$ cat src/common/decode_pkg.sv
`default_nettype none

package decode_pkg;

    typedef logic [31:0] xlen_t;       // pc, instruction word, immediate, npc
    typedef logic [4:0]  reg_addr_t;
    typedef logic [2:0]  cond_t;       // branch funct3

    // kind of instruction after decode
    typedef enum logic [3:0] {
        op_none   = 4'd0,
        op_alu    = 4'd1,
        op_lui    = 4'd2,
        op_auipc  = 4'd3,
        op_jal    = 4'd4,
        op_jalr   = 4'd5,
        op_branch = 4'd6,
        op_load   = 4'd7,
        op_store  = 4'd8
    } op_class_t;

    // alu operation, also the comparison kind for branches
    typedef enum logic [3:0] {
        alu_add  = 4'd0,
        alu_sub  = 4'd1,
        alu_sll  = 4'd2,
        alu_slt  = 4'd3,
        alu_sltu = 4'd4,
        alu_xor  = 4'd5,
        alu_srl  = 4'd6,
        alu_sra  = 4'd7,
        alu_or   = 4'd8,
        alu_and  = 4'd9
    } alu_op_t;

    // initial slot contents
    localparam xlen_t     init_xlen     = '0;
    localparam reg_addr_t init_addr     = '0;
    localparam cond_t     init_cond     = '0;
    localparam op_class_t init_op_class = op_none;
    localparam alu_op_t   init_alu_op   = alu_add;

endpackage

`default_nettype wire

$ cat src/hw/base_decoder.sv
`default_nettype none

module base_decoder (
    input  decode_pkg::xlen_t     instr,
    output logic                  dec_valid,
    output logic                  wren,
    output logic                  rden1,
    output logic                  rden2,
    output decode_pkg::op_class_t op_class,
    output decode_pkg::alu_op_t   alu_op,
    output decode_pkg::cond_t     cond,
    output decode_pkg::xlen_t     imm
);
    import decode_pkg::*;

    localparam logic [6:0] opc_lui    = 7'b0110111;
    localparam logic [6:0] opc_auipc  = 7'b0010111;
    localparam logic [6:0] opc_jal    = 7'b1101111;
    localparam logic [6:0] opc_jalr   = 7'b1100111;
    localparam logic [6:0] opc_branch = 7'b1100011;
    localparam logic [6:0] opc_load   = 7'b0000011;
    localparam logic [6:0] opc_store  = 7'b0100011;
    localparam logic [6:0] opc_op_imm = 7'b0010011;
    localparam logic [6:0] opc_op     = 7'b0110011;

    logic [6:0] opcode;
    logic [2:0] funct3;
    logic [6:0] funct7;
    logic       reg_form;   // register-register op
    logic       shift;
    logic       f7_zero;
    logic       alt;        // funct7 selects sub / sra
    logic       alu_ok;
    alu_op_t    alu_sel;
    xlen_t      imm_i;
    xlen_t      imm_s;
    xlen_t      imm_b;
    xlen_t      imm_u;
    xlen_t      imm_j;

    assign opcode   = instr[6:0];
    assign funct3   = instr[14:12];
    assign funct7   = instr[31:25];
    assign reg_form = (opcode == opc_op);
    assign shift    = (funct3[1:0] == 2'b01);
    assign f7_zero  = (funct7 == 7'b0000000);
    assign alt      = (funct7 == 7'b0100000);

    // op-imm ignores funct7 except on shifts
    assign alu_ok = !(reg_form || shift) || f7_zero ||
                    (alt && (funct3 == 3'b101 || (reg_form && funct3 == 3'b000)));

    assign imm_i = {{20{instr[31]}}, instr[31:20]};
    assign imm_s = {{20{instr[31]}}, instr[31:25], instr[11:7]};
    assign imm_b = {{19{instr[31]}}, instr[31], instr[7], instr[30:25], instr[11:8], 1'b0};
    assign imm_u = {instr[31:12], 12'b0};
    assign imm_j = {{11{instr[31]}}, instr[31], instr[19:12], instr[20], instr[30:21], 1'b0};

    always_comb begin
        case (funct3)
            3'b000:  alu_sel = (reg_form && alt) ? alu_sub : alu_add;
            3'b001:  alu_sel = alu_sll;
            3'b010:  alu_sel = alu_slt;
            3'b011:  alu_sel = alu_sltu;
            3'b100:  alu_sel = alu_xor;
            3'b101:  alu_sel = alt ? alu_sra : alu_srl;
            3'b110:  alu_sel = alu_or;
            default: alu_sel = alu_and;
        endcase
    end

    always_comb begin
        dec_valid = 1'b0;
        wren      = 1'b0;
        rden1     = 1'b0;
        rden2     = 1'b0;
        op_class  = init_op_class;
        alu_op    = init_alu_op;
        cond      = init_cond;
        imm       = init_xlen;
        case (opcode)
            opc_lui, opc_auipc: begin
                dec_valid = 1'b1;
                op_class  = (opcode == opc_lui) ? op_lui : op_auipc;
                imm       = imm_u;
                wren      = 1'b1;
            end
            opc_jal: begin
                dec_valid = 1'b1;
                op_class  = op_jal;
                imm       = imm_j;
                wren      = 1'b1;
            end
            opc_jalr: if (funct3 == 3'b000) begin
                dec_valid = 1'b1;
                op_class  = op_jalr;
                imm       = imm_i;
                wren      = 1'b1;
                rden1     = 1'b1;
            end
            opc_branch: if (funct3[2:1] != 2'b01) begin
                dec_valid = 1'b1;
                op_class  = op_branch;
                alu_op    = !funct3[2] ? alu_sub : (funct3[1] ? alu_sltu : alu_slt);
                cond      = funct3;
                imm       = imm_b;
                rden1     = 1'b1;
                rden2     = 1'b1;
            end
            opc_load, opc_store: if (funct3 == 3'b010) begin   // word access only
                dec_valid = 1'b1;
                op_class  = (opcode == opc_load) ? op_load : op_store;
                imm       = (opcode == opc_load) ? imm_i : imm_s;
                wren      = (opcode == opc_load);
                rden1     = 1'b1;
                rden2     = (opcode == opc_store);
            end
            opc_op_imm, opc_op: if (alu_ok) begin
                dec_valid = 1'b1;
                op_class  = op_alu;
                alu_op    = alu_sel;
                imm       = reg_form ? init_xlen : imm_i;
                wren      = 1'b1;
                rden1     = 1'b1;
                rden2     = reg_form;
            end
            default: ;
        endcase
    end

endmodule

`default_nettype wire

$ cat src/hw/compress_decoder.sv
`default_nettype none

module compress_decoder (
    input  decode_pkg::xlen_t     instr,
    output logic                  dec_valid,
    output logic                  wren,
    output logic                  rden1,
    output logic                  rden2,
    output decode_pkg::op_class_t op_class,
    output decode_pkg::alu_op_t   alu_op,
    output decode_pkg::cond_t     cond,
    output decode_pkg::reg_addr_t waddr,
    output decode_pkg::reg_addr_t raddr1,
    output decode_pkg::reg_addr_t raddr2,
    output decode_pkg::xlen_t     imm
);
    import decode_pkg::*;

    logic [1:0] quad;
    logic [2:0] funct3;
    reg_addr_t  rd;        // rd / rs1 field
    reg_addr_t  rs2;
    reg_addr_t  rd_p;      // x8..x15
    reg_addr_t  rs1_p;
    xlen_t      imm_ci;
    xlen_t      imm_lsw;
    xlen_t      imm_j;
    xlen_t      imm_b;

    assign quad   = instr[1:0];
    assign funct3 = instr[15:13];
    assign rd     = instr[11:7];
    assign rs2    = instr[6:2];
    assign rd_p   = {2'b01, instr[4:2]};
    assign rs1_p  = {2'b01, instr[9:7]};

    assign imm_ci  = {{26{instr[12]}}, instr[12], instr[6:2]};
    assign imm_lsw = {25'b0, instr[5], instr[12:10], instr[6], 2'b00};   // word scaled
    assign imm_j   = {{20{instr[12]}}, instr[12], instr[8], instr[10:9], instr[6],
                      instr[7], instr[2], instr[11], instr[5:3], 1'b0};
    assign imm_b   = {{23{instr[12]}}, instr[12], instr[6:5], instr[2], instr[11:10],
                      instr[4:3], 1'b0};

    always_comb begin
        dec_valid = 1'b0;
        wren      = 1'b0;
        rden1     = 1'b0;
        rden2     = 1'b0;
        op_class  = init_op_class;
        alu_op    = init_alu_op;
        cond      = init_cond;
        waddr     = init_addr;
        raddr1    = init_addr;
        raddr2    = init_addr;
        imm       = init_xlen;
        // quadrant 11 is a 32-bit word and never matches
        case ({quad, funct3})
            5'b00_010: begin    // c.lw
                dec_valid = 1'b1;
                op_class  = op_load;
                waddr     = rd_p;
                raddr1    = rs1_p;
                imm       = imm_lsw;
                wren      = 1'b1;
                rden1     = 1'b1;
            end
            5'b00_110: begin    // c.sw
                dec_valid = 1'b1;
                op_class  = op_store;
                raddr1    = rs1_p;
                raddr2    = rd_p;
                imm       = imm_lsw;
                rden1     = 1'b1;
                rden2     = 1'b1;
            end
            5'b01_000, 5'b01_010: begin    // c.addi / c.nop, c.li reads x0
                dec_valid = 1'b1;
                op_class  = op_alu;
                waddr     = rd;
                raddr1    = (funct3 == 3'b000) ? rd : init_addr;
                imm       = imm_ci;
                wren      = 1'b1;
                rden1     = 1'b1;
            end
            5'b01_101: begin    // c.j, jal x0
                dec_valid = 1'b1;
                op_class  = op_jal;
                imm       = imm_j;
                wren      = 1'b1;
            end
            5'b01_110: begin    // c.beqz against x0
                dec_valid = 1'b1;
                op_class  = op_branch;
                alu_op    = alu_sub;
                cond      = 3'b000;
                raddr1    = rs1_p;
                imm       = imm_b;
                rden1     = 1'b1;
                rden2     = 1'b1;
            end
            5'b10_100: if (rs2 != 5'd0) begin    // c.mv, or c.add when bit 12 set
                dec_valid = 1'b1;
                op_class  = op_alu;
                waddr     = rd;
                raddr1    = instr[12] ? rd : init_addr;
                raddr2    = rs2;
                wren      = 1'b1;
                rden1     = 1'b1;
                rden2     = 1'b1;
            end
            default: ;
        endcase
    end

endmodule

`default_nettype wire

$ cat src/decode_stage/decode_stage.sv
`default_nettype none

module decode_stage #(
    parameter decode_pkg::xlen_t invalid_pc = '1
) (
    input  logic                  clock,
    input  logic                  reset,
    input  logic                  clear,
    input  logic                  ready0, ready1,
    input  decode_pkg::xlen_t     pc0, pc1,
    input  decode_pkg::xlen_t     instr0, instr1,
    output logic                  valid0, valid1,
    output logic                  exception0, exception1,
    output decode_pkg::op_class_t op_class0, op_class1,
    output decode_pkg::alu_op_t   alu_op0, alu_op1,
    output decode_pkg::cond_t     cond0, cond1,
    output decode_pkg::reg_addr_t waddr0, waddr1,
    output decode_pkg::reg_addr_t raddr10, raddr11,
    output decode_pkg::reg_addr_t raddr20, raddr21,
    output logic                  wren0, wren1,
    output logic                  rden10, rden11,
    output logic                  rden20, rden21,
    output decode_pkg::xlen_t     imm0, imm1,
    output decode_pkg::xlen_t     pc0_q, pc1_q,
    output decode_pkg::xlen_t     npc0, npc1
);
    import decode_pkg::*;

    logic      ready_s [2];
    xlen_t     pc_s [2];
    xlen_t     instr_s [2];

    logic      valid_q [2];
    logic      exception_q [2];
    op_class_t op_class_q [2];
    alu_op_t   alu_op_q [2];
    cond_t     cond_q [2];
    reg_addr_t waddr_q [2];
    reg_addr_t raddr1_q [2];
    reg_addr_t raddr2_q [2];
    logic      wren_q [2];
    logic      rden1_q [2];
    logic      rden2_q [2];
    xlen_t     imm_q [2];
    xlen_t     pc_q [2];
    xlen_t     npc_q [2];

    assign ready_s = '{ready0, ready1};
    assign pc_s    = '{pc0, pc1};
    assign instr_s = '{instr0, instr1};

    for (genvar s = 0; s < 2; s++) begin : slot
        xlen_t     word;
        xlen_t     pc_sel;
        logic      illegal;
        logic      b_valid;
        logic      b_wren;
        logic      b_rden1;
        logic      b_rden2;
        op_class_t b_op_class;
        alu_op_t   b_alu_op;
        cond_t     b_cond;
        xlen_t     b_imm;
        logic      c_valid;
        logic      c_wren;
        logic      c_rden1;
        logic      c_rden2;
        op_class_t c_op_class;
        alu_op_t   c_alu_op;
        cond_t     c_cond;
        reg_addr_t c_waddr;
        reg_addr_t c_raddr1;
        reg_addr_t c_raddr2;
        xlen_t     c_imm;

        assign pc_sel  = ready_s[s] ? pc_s[s] : invalid_pc;
        assign word    = ready_s[s] ? instr_s[s] : init_xlen;   // idle slot decodes zero
        assign illegal = !(b_valid || c_valid);

        base_decoder base_dec (
            .instr(word),
            .dec_valid(b_valid),
            .wren(b_wren), .rden1(b_rden1), .rden2(b_rden2),
            .op_class(b_op_class), .alu_op(b_alu_op), .cond(b_cond),
            .imm(b_imm)
        );

        compress_decoder comp_dec (
            .instr(word),
            .dec_valid(c_valid),
            .wren(c_wren), .rden1(c_rden1), .rden2(c_rden2),
            .op_class(c_op_class), .alu_op(c_alu_op), .cond(c_cond),
            .waddr(c_waddr), .raddr1(c_raddr1), .raddr2(c_raddr2),
            .imm(c_imm)
        );

        // an illegal word falls through to the base fields, which are op_none, no enables
        always_ff @(posedge clock) begin
            if (!reset || clear) begin
                valid_q[s]     <= 1'b0;
                exception_q[s] <= 1'b0;
                op_class_q[s]  <= init_op_class;
                alu_op_q[s]    <= init_alu_op;
                cond_q[s]      <= init_cond;
                waddr_q[s]     <= init_addr;
                raddr1_q[s]    <= init_addr;
                raddr2_q[s]    <= init_addr;
                wren_q[s]      <= 1'b0;
                rden1_q[s]     <= 1'b0;
                rden2_q[s]     <= 1'b0;
                imm_q[s]       <= init_xlen;
                pc_q[s]        <= init_xlen;
                npc_q[s]       <= init_xlen;
            end else begin
                valid_q[s]     <= ready_s[s];
                exception_q[s] <= ready_s[s] && illegal;
                op_class_q[s]  <= c_valid ? c_op_class : b_op_class;
                alu_op_q[s]    <= c_valid ? c_alu_op : b_alu_op;
                cond_q[s]      <= c_valid ? c_cond : b_cond;
                waddr_q[s]     <= c_valid ? c_waddr : word[11:7];
                raddr1_q[s]    <= c_valid ? c_raddr1 : word[19:15];
                raddr2_q[s]    <= c_valid ? c_raddr2 : word[24:20];
                wren_q[s]      <= c_valid ? c_wren : b_wren;
                rden1_q[s]     <= c_valid ? c_rden1 : b_rden1;
                rden2_q[s]     <= c_valid ? c_rden2 : b_rden2;
                imm_q[s]       <= c_valid ? c_imm : b_imm;
                pc_q[s]        <= pc_sel;
                npc_q[s]       <= pc_sel + ((&word[1:0]) ? 32'd4 : 32'd2);
            end
        end
    end

    assign {valid0, valid1}         = {valid_q[0], valid_q[1]};
    assign {exception0, exception1} = {exception_q[0], exception_q[1]};
    assign op_class0                = op_class_q[0];
    assign op_class1                = op_class_q[1];
    assign alu_op0                  = alu_op_q[0];
    assign alu_op1                  = alu_op_q[1];
    assign {cond0, cond1}           = {cond_q[0], cond_q[1]};
    assign {waddr0, waddr1}         = {waddr_q[0], waddr_q[1]};
    assign {raddr10, raddr11}       = {raddr1_q[0], raddr1_q[1]};
    assign {raddr20, raddr21}       = {raddr2_q[0], raddr2_q[1]};
    assign {wren0, wren1}           = {wren_q[0], wren_q[1]};
    assign {rden10, rden11}         = {rden1_q[0], rden1_q[1]};
    assign {rden20, rden21}         = {rden2_q[0], rden2_q[1]};
    assign {imm0, imm1}             = {imm_q[0], imm_q[1]};
    assign {pc0_q, pc1_q}           = {pc_q[0], pc_q[1]};
    assign {npc0, npc1}             = {npc_q[0], npc_q[1]};

endmodule

`default_nettype wire

$ cat src/hw/decode_unit.sv
`default_nettype none

module decode_unit #(
    parameter decode_pkg::xlen_t invalid_pc = '1
) (
    input  logic                  clock,
    input  logic                  reset,
    input  logic                  clear,
    input  logic                  ready0, ready1,
    input  decode_pkg::xlen_t     pc0, pc1,
    input  decode_pkg::xlen_t     instr0, instr1,
    output logic                  valid0, valid1,
    output logic                  exception0, exception1,
    output decode_pkg::op_class_t op_class0, op_class1,
    output decode_pkg::alu_op_t   alu_op0, alu_op1,
    output decode_pkg::cond_t     cond0, cond1,
    output decode_pkg::reg_addr_t waddr0, waddr1,
    output decode_pkg::reg_addr_t raddr10, raddr11,
    output decode_pkg::reg_addr_t raddr20, raddr21,
    output logic                  wren0, wren1,
    output logic                  rden10, rden11,
    output logic                  rden20, rden21,
    output decode_pkg::xlen_t     imm0, imm1,
    output decode_pkg::xlen_t     pc0_q, pc1_q,
    output decode_pkg::xlen_t     npc0, npc1
);

    decode_stage #(
        .invalid_pc(invalid_pc)
    ) decode_stage_inst (
        .clock(clock), .reset(reset), .clear(clear),
        .ready0(ready0), .ready1(ready1),
        .pc0(pc0), .pc1(pc1),
        .instr0(instr0), .instr1(instr1),
        .valid0(valid0), .valid1(valid1),
        .exception0(exception0), .exception1(exception1),
        .op_class0(op_class0), .op_class1(op_class1),
        .alu_op0(alu_op0), .alu_op1(alu_op1),
        .cond0(cond0), .cond1(cond1),
        .waddr0(waddr0), .waddr1(waddr1),
        .raddr10(raddr10), .raddr11(raddr11),
        .raddr20(raddr20), .raddr21(raddr21),
        .wren0(wren0), .wren1(wren1),
        .rden10(rden10), .rden11(rden11),
        .rden20(rden20), .rden21(rden21),
        .imm0(imm0), .imm1(imm1),
        .pc0_q(pc0_q), .pc1_q(pc1_q),
        .npc0(npc0), .npc1(npc1)
    );

endmodule

`default_nettype wire

$ cat config.mk
export PLATFORM = sky130hd
export DESIGN_NAME = decode_unit
export DESIGN_NICKNAME = d
export VERILOG_FILES = /design/src/common/decode_pkg.sv /design/src/hw/base_decoder.sv /design/src/hw/compress_decoder.sv /design/src/decode_stage/decode_stage.sv /design/src/hw/decode_unit.sv
export SDC_FILE = /design/constraint.sdc
export NUM_CORES = 1
export LEC_CHECK = 0
export BUFFER_PORTS_ARGS = -buffer_cell sky130_fd_sc_hd__buf_2
export CORE_MARGIN = 4
export CORE_UTILIZATION = 30
export DETAILED_ROUTE_END_ITERATION = 10
export SLEW_MARGIN = 10
export SYNTH_ARGS = -nofsm -noshare
export SYNTH_HDL_FRONTEND = slang
export SYNTH_SLANG_ARGS = --single-unit
$ cat constraint.sdc
create_clock -name clock -period 5.1 [get_ports clock]
set_input_delay 1.02 -clock clock [delete_from_list [all_inputs] [get_ports clock]]
set_output_delay 1.02 -clock clock [all_outputs]
set_load 0.02 [all_outputs]
==> results.md <==
- The flow ran to the end, and the final reports show no timing, DRC or antenna violations.
- The post-synth net total is 1438.
- In this run the deepest clock path goes through 3 buffers.
- The number of hold violations in the final report is 0.
- The die extent in x is 201 µm.
- Power spread over the standard cell area amounts to 330 mW/mm².
- The total of buffers placed on input and output ports is 386.
- The type of the most critical hold path is in2reg.
- The count of hold-fix buffers inserted at cts is 0.
- The most frequent cell after synthesis is dfxtp_1.
- The initialized floorplan defines 70 standard-cell rows.
- Setup violations remaining at the end of the flow were counted as 0.
- In this run, synthesis produced a sequential element count of 252.
- By area the synthesized netlist is led by dfxtp_1 (45%), nor2_1 (4.1%), a21oi_1 (4.1%).
- The post-CTS resize count is 0.
- Buffers added to address setup during post-CTS repair amount to 0.
- STA puts the critical path data required time at 5530 ps.
- In this run the tightest slew margin relative to its limit is 0.177.
- The effective utilization at floorplan is 0.304.
- The count of synthesis-stage warnings from yosys is 0.
- After detailed placement, the design holds a cell count of 2073.
- The share of synthesized area occupied by flip-flops and latches is 0.453.
- The number of iterations in the first detailed-routing pass is 6.
- After the last flow step, the layout net total stands at 1775.
- After detailed routing, the number of vias per cell comes to 5.45.
- The number of max-slew violations in the final report is 0.
- The cell area after synthesis is 0.0111 mm².
- For this run, the slowest stage of the critical path takes 710 ps.
- For this design, the slowest cell found on the critical path is a2111oi_2.
- Yosys mapped a number of flops with a built-in enable equal to 0.
- The critical path goes through buf_2 > and3_1 > inv_1 > fa_1 > a21o_1 > a2111oi_2 > mux2i_1 > o31ai_1.
- The pin slew with the least headroom to its limit is 1220 ps.
- Setup repair after global routing left no endpoint under its margin.
- The clock transition at the register clock pins on the worst setup and hold paths after CTS is 60 ps.
- Once detail routing completed, the nets flagged for antenna violations numbered 0.
- 387 I/O pins were placed.
- The startpoint type of the worst setup path is a primary input.
- STA classifies the critical path endpoint as a register.
- In this run the vertical extent of the chip is 201 µm.
- By count the netlist is led by dfxtp_1 (252), nor2_1 (123), a21oi_1 (92), nand2_1 (91), o21ai_0 (61).
- The shortest clock period the worst path allows after layout is 3550 ps.
- IR analysis of the VDD net gives a maximum drop of 0.214 mV.
- The critical path is of the in2reg type.
- Dividing the detail-routed wire length by the instance count gives 21.0 µm.
- TritonCTS built the clock tree.
- The count of maximum capacitance violations is 0.
- The most critical setup path has its startpoint at ready1.
- Of all cell types, the one taking the most synthesized area is dfxtp_1.
- The number of antenna violations at the first check in global routing is 2.
- The number of levels the H-tree was split into is 1.
- The final critical-path share of the clock period is 0.696.
- The arrival time reported for the critical path endpoint is 3980 ps.
- The congestion estimate from routability-driven global placement came to 0.929.
- The synthesized instance count is 1299.
- In the synthesized netlist the dominant register cell turns out to be dfxtp_1.
- Yosys mapped the design onto 86 distinct sky130hd cell types.
- The area enclosed by the die boundary is 0.0403 mm².
- The remaining global-route overflow is 0.
- The TritonCTS sink count is 252.
- TritonCTS created 29 clock buffers.
- Wires add up to 44700 µm.
- The sum of net half-perimeters after detailed placement is 33500 µm.
- The DRC violation count after routing is 0.
- The area of the core is 0.0366 mm².
- Along the worst path, the maximum fanout reaches 25.
- Entering global routing, the biggest net connects 61 pins.
- Based on the critical path, the design can be clocked at up to 282 MHz.
- Leaving out filler cells and counting taps, the final layout contains 2128.
- The first global-routing pass estimated 69100 µm of wire.
- The total via count in the routed design is 11603.
- Summed over all cells, the static leakage comes to 6.43 nW.
- After the first detailed-routing iteration, the DRC count stood at 1003.
- The fraction of registers with async set/reset is 0.
- In this run the mean area of a mapped cell was 8.58 µm².
- Of the cells placed in the final design, the portion with a size suffix greater than 1 is 0.289.
- The via count of the first global-routing pass came to 11427.
- The clock tree root buffer cell is clkbuf_16.
- Across every metal layer, demand over resource in global routing totals 0.210.
- The final sum of negative setup slack is 0 ps.
- The area growth from synthesis to layout is 28.3%.
- The capture point of the worst path is decode_stage_inst.npc_q[1][25].
- The overall power is 0.00472 W.
- Of the post-synthesis cell area, the dominant cell type holds 0.453.
-- through the flow --
step | hold slack (ps) | util | worst slack, ps | instance area, µm²
floorplan | 1130 | - | 1230 | 11100
global placement | 1220 | 0.365 | 1130 | 13400
detailed placement | 1230 | 0.365 | 1000 | 13400
CTS | 638 | 0.390 | 1600 | 14300
global route | 633 | 0.390 | 1370 | 14300
finish | 662 | 0.390 | 1550 | 14300
-- power by group --
| group | leakage (nW) | switching (W) | internal, W |
|---|---|---|---|
| registers | 2.06 | 0.0000240 | 0.00204 |
| logic | 3.93 | 0.000445 | 0.000207 |
| clock network | 0.445 | 0.000869 | 0.00113 |
| total | 6.43 | 0.00134 | 0.00338 |
-- how the worst min path moves through the flow --
stage	to	start	cells past startpoint
after floorplan	decode_stage_inst.npc_q[0][0]	pc0[0]	1
after global placement	decode_stage_inst.npc_q[0][0]	pc0[0]	2
after detailed placement	decode_stage_inst.npc_q[1][0]	pc1[0]	2
after CTS	decode_stage_inst.npc_q[1][0]	pc1[0]	2
after global routing	decode_stage_inst.npc_q[1][0]	pc1[0]	2
final	decode_stage_inst.npc_q[0][0]	pc0[0]	2
-- sequential cells by signal, summed over array words and instances, names as in the netlist, 6 cells and up --
name                          flops
decode_stage_inst.imm_q          64
decode_stage_inst.npc_q          64
decode_stage_inst.pc_q           62
decode_stage_inst.raddr1_q       10
decode_stage_inst.raddr2_q       10
decode_stage_inst.waddr_q        10
decode_stage_inst.alu_op_q        8
decode_stage_inst.op_class_q      8
decode_stage_inst.cond_q          6
-- area by class of cell --
type	count	area, µm²
well taps	468	586
clock inverters	18	148
inverters	37	139
flip-flops and latches	252	5040
repair buffers	397	2010
fillers	3812	22300
multi-input cells	919	5590
clock buffers	35	768
diodes	2	5.00
-- cells by family (layout without fill, tap and decap cells) --
kind of cell | Yosys count | count (layout) | share of synthesized area
AOI/OAI and AO/OA | 368 | 368 | 0.221
xor gates and xnor gates | 17 | 17 | 0.0134
adders and majority gates | 6 | 6 | 0.00809
buffers and inverters | 128 | 487 | 0.0472
DFF | 252 | 252 | 0.453
muxes | 10 | 10 | 0.00910
other | 0 | 2 | 0
and+or+nand+nor | 518 | 518 | 0.249
-- metal layers --
| layer | vias up | wire, µm | global-route usage |
|---|---|---|---|
| met5 | - | 20 | 0 |
| met4 | 2 | 1620 | 0.0755 |
| met3 | 94 | 3920 | 0.0499 |
| met2 | 604 | 19800 | 0.326 |
| met1 | 5516 | 19400 | 0.285 |
| li1 | 5387 | - | - |
-- critical path: cells and delay by family --
kind	cells	cell delay (ps)
adders and majority gates	1	570
buffers and inverters	2	560
muxes	1	250
and+or+nand+nor	1	470
AOI/OAI and AO/OA	3	1090
-- layout by cell type (no fill, tap or decap), types with 8 or more instances in the layout --
| cell type | instances |
|---|---|
| a21oi_1 | 92 |
| a22oi_1 | 23 |
| a31oi_1 | 21 |
| and2_1 | 35 |
| and3_1 | 13 |
| and3b_1 | 8 |
| buf_2 | 386 |
| buf_4 | 11 |
| clkbuf_16 | 29 |
| dfxtp_1 | 252 |
| inv_1 | 36 |
| mux2i_1 | 9 |
| nand2_1 | 91 |
| nand2b_1 | 22 |
| nand3_1 | 59 |
| nand4_1 | 19 |
| nor2_1 | 123 |
| nor2b_1 | 20 |
| nor3_1 | 33 |
| nor3b_1 | 11 |
| nor4_1 | 20 |
| o21a_1 | 33 |
| o21ai_0 | 61 |
| o21ai_1 | 15 |
| o22ai_1 | 27 |
| or2_2 | 9 |
| xnor2_1 | 8 |
| xor2_1 | 9 |
(Power assumes the default switching activity.)
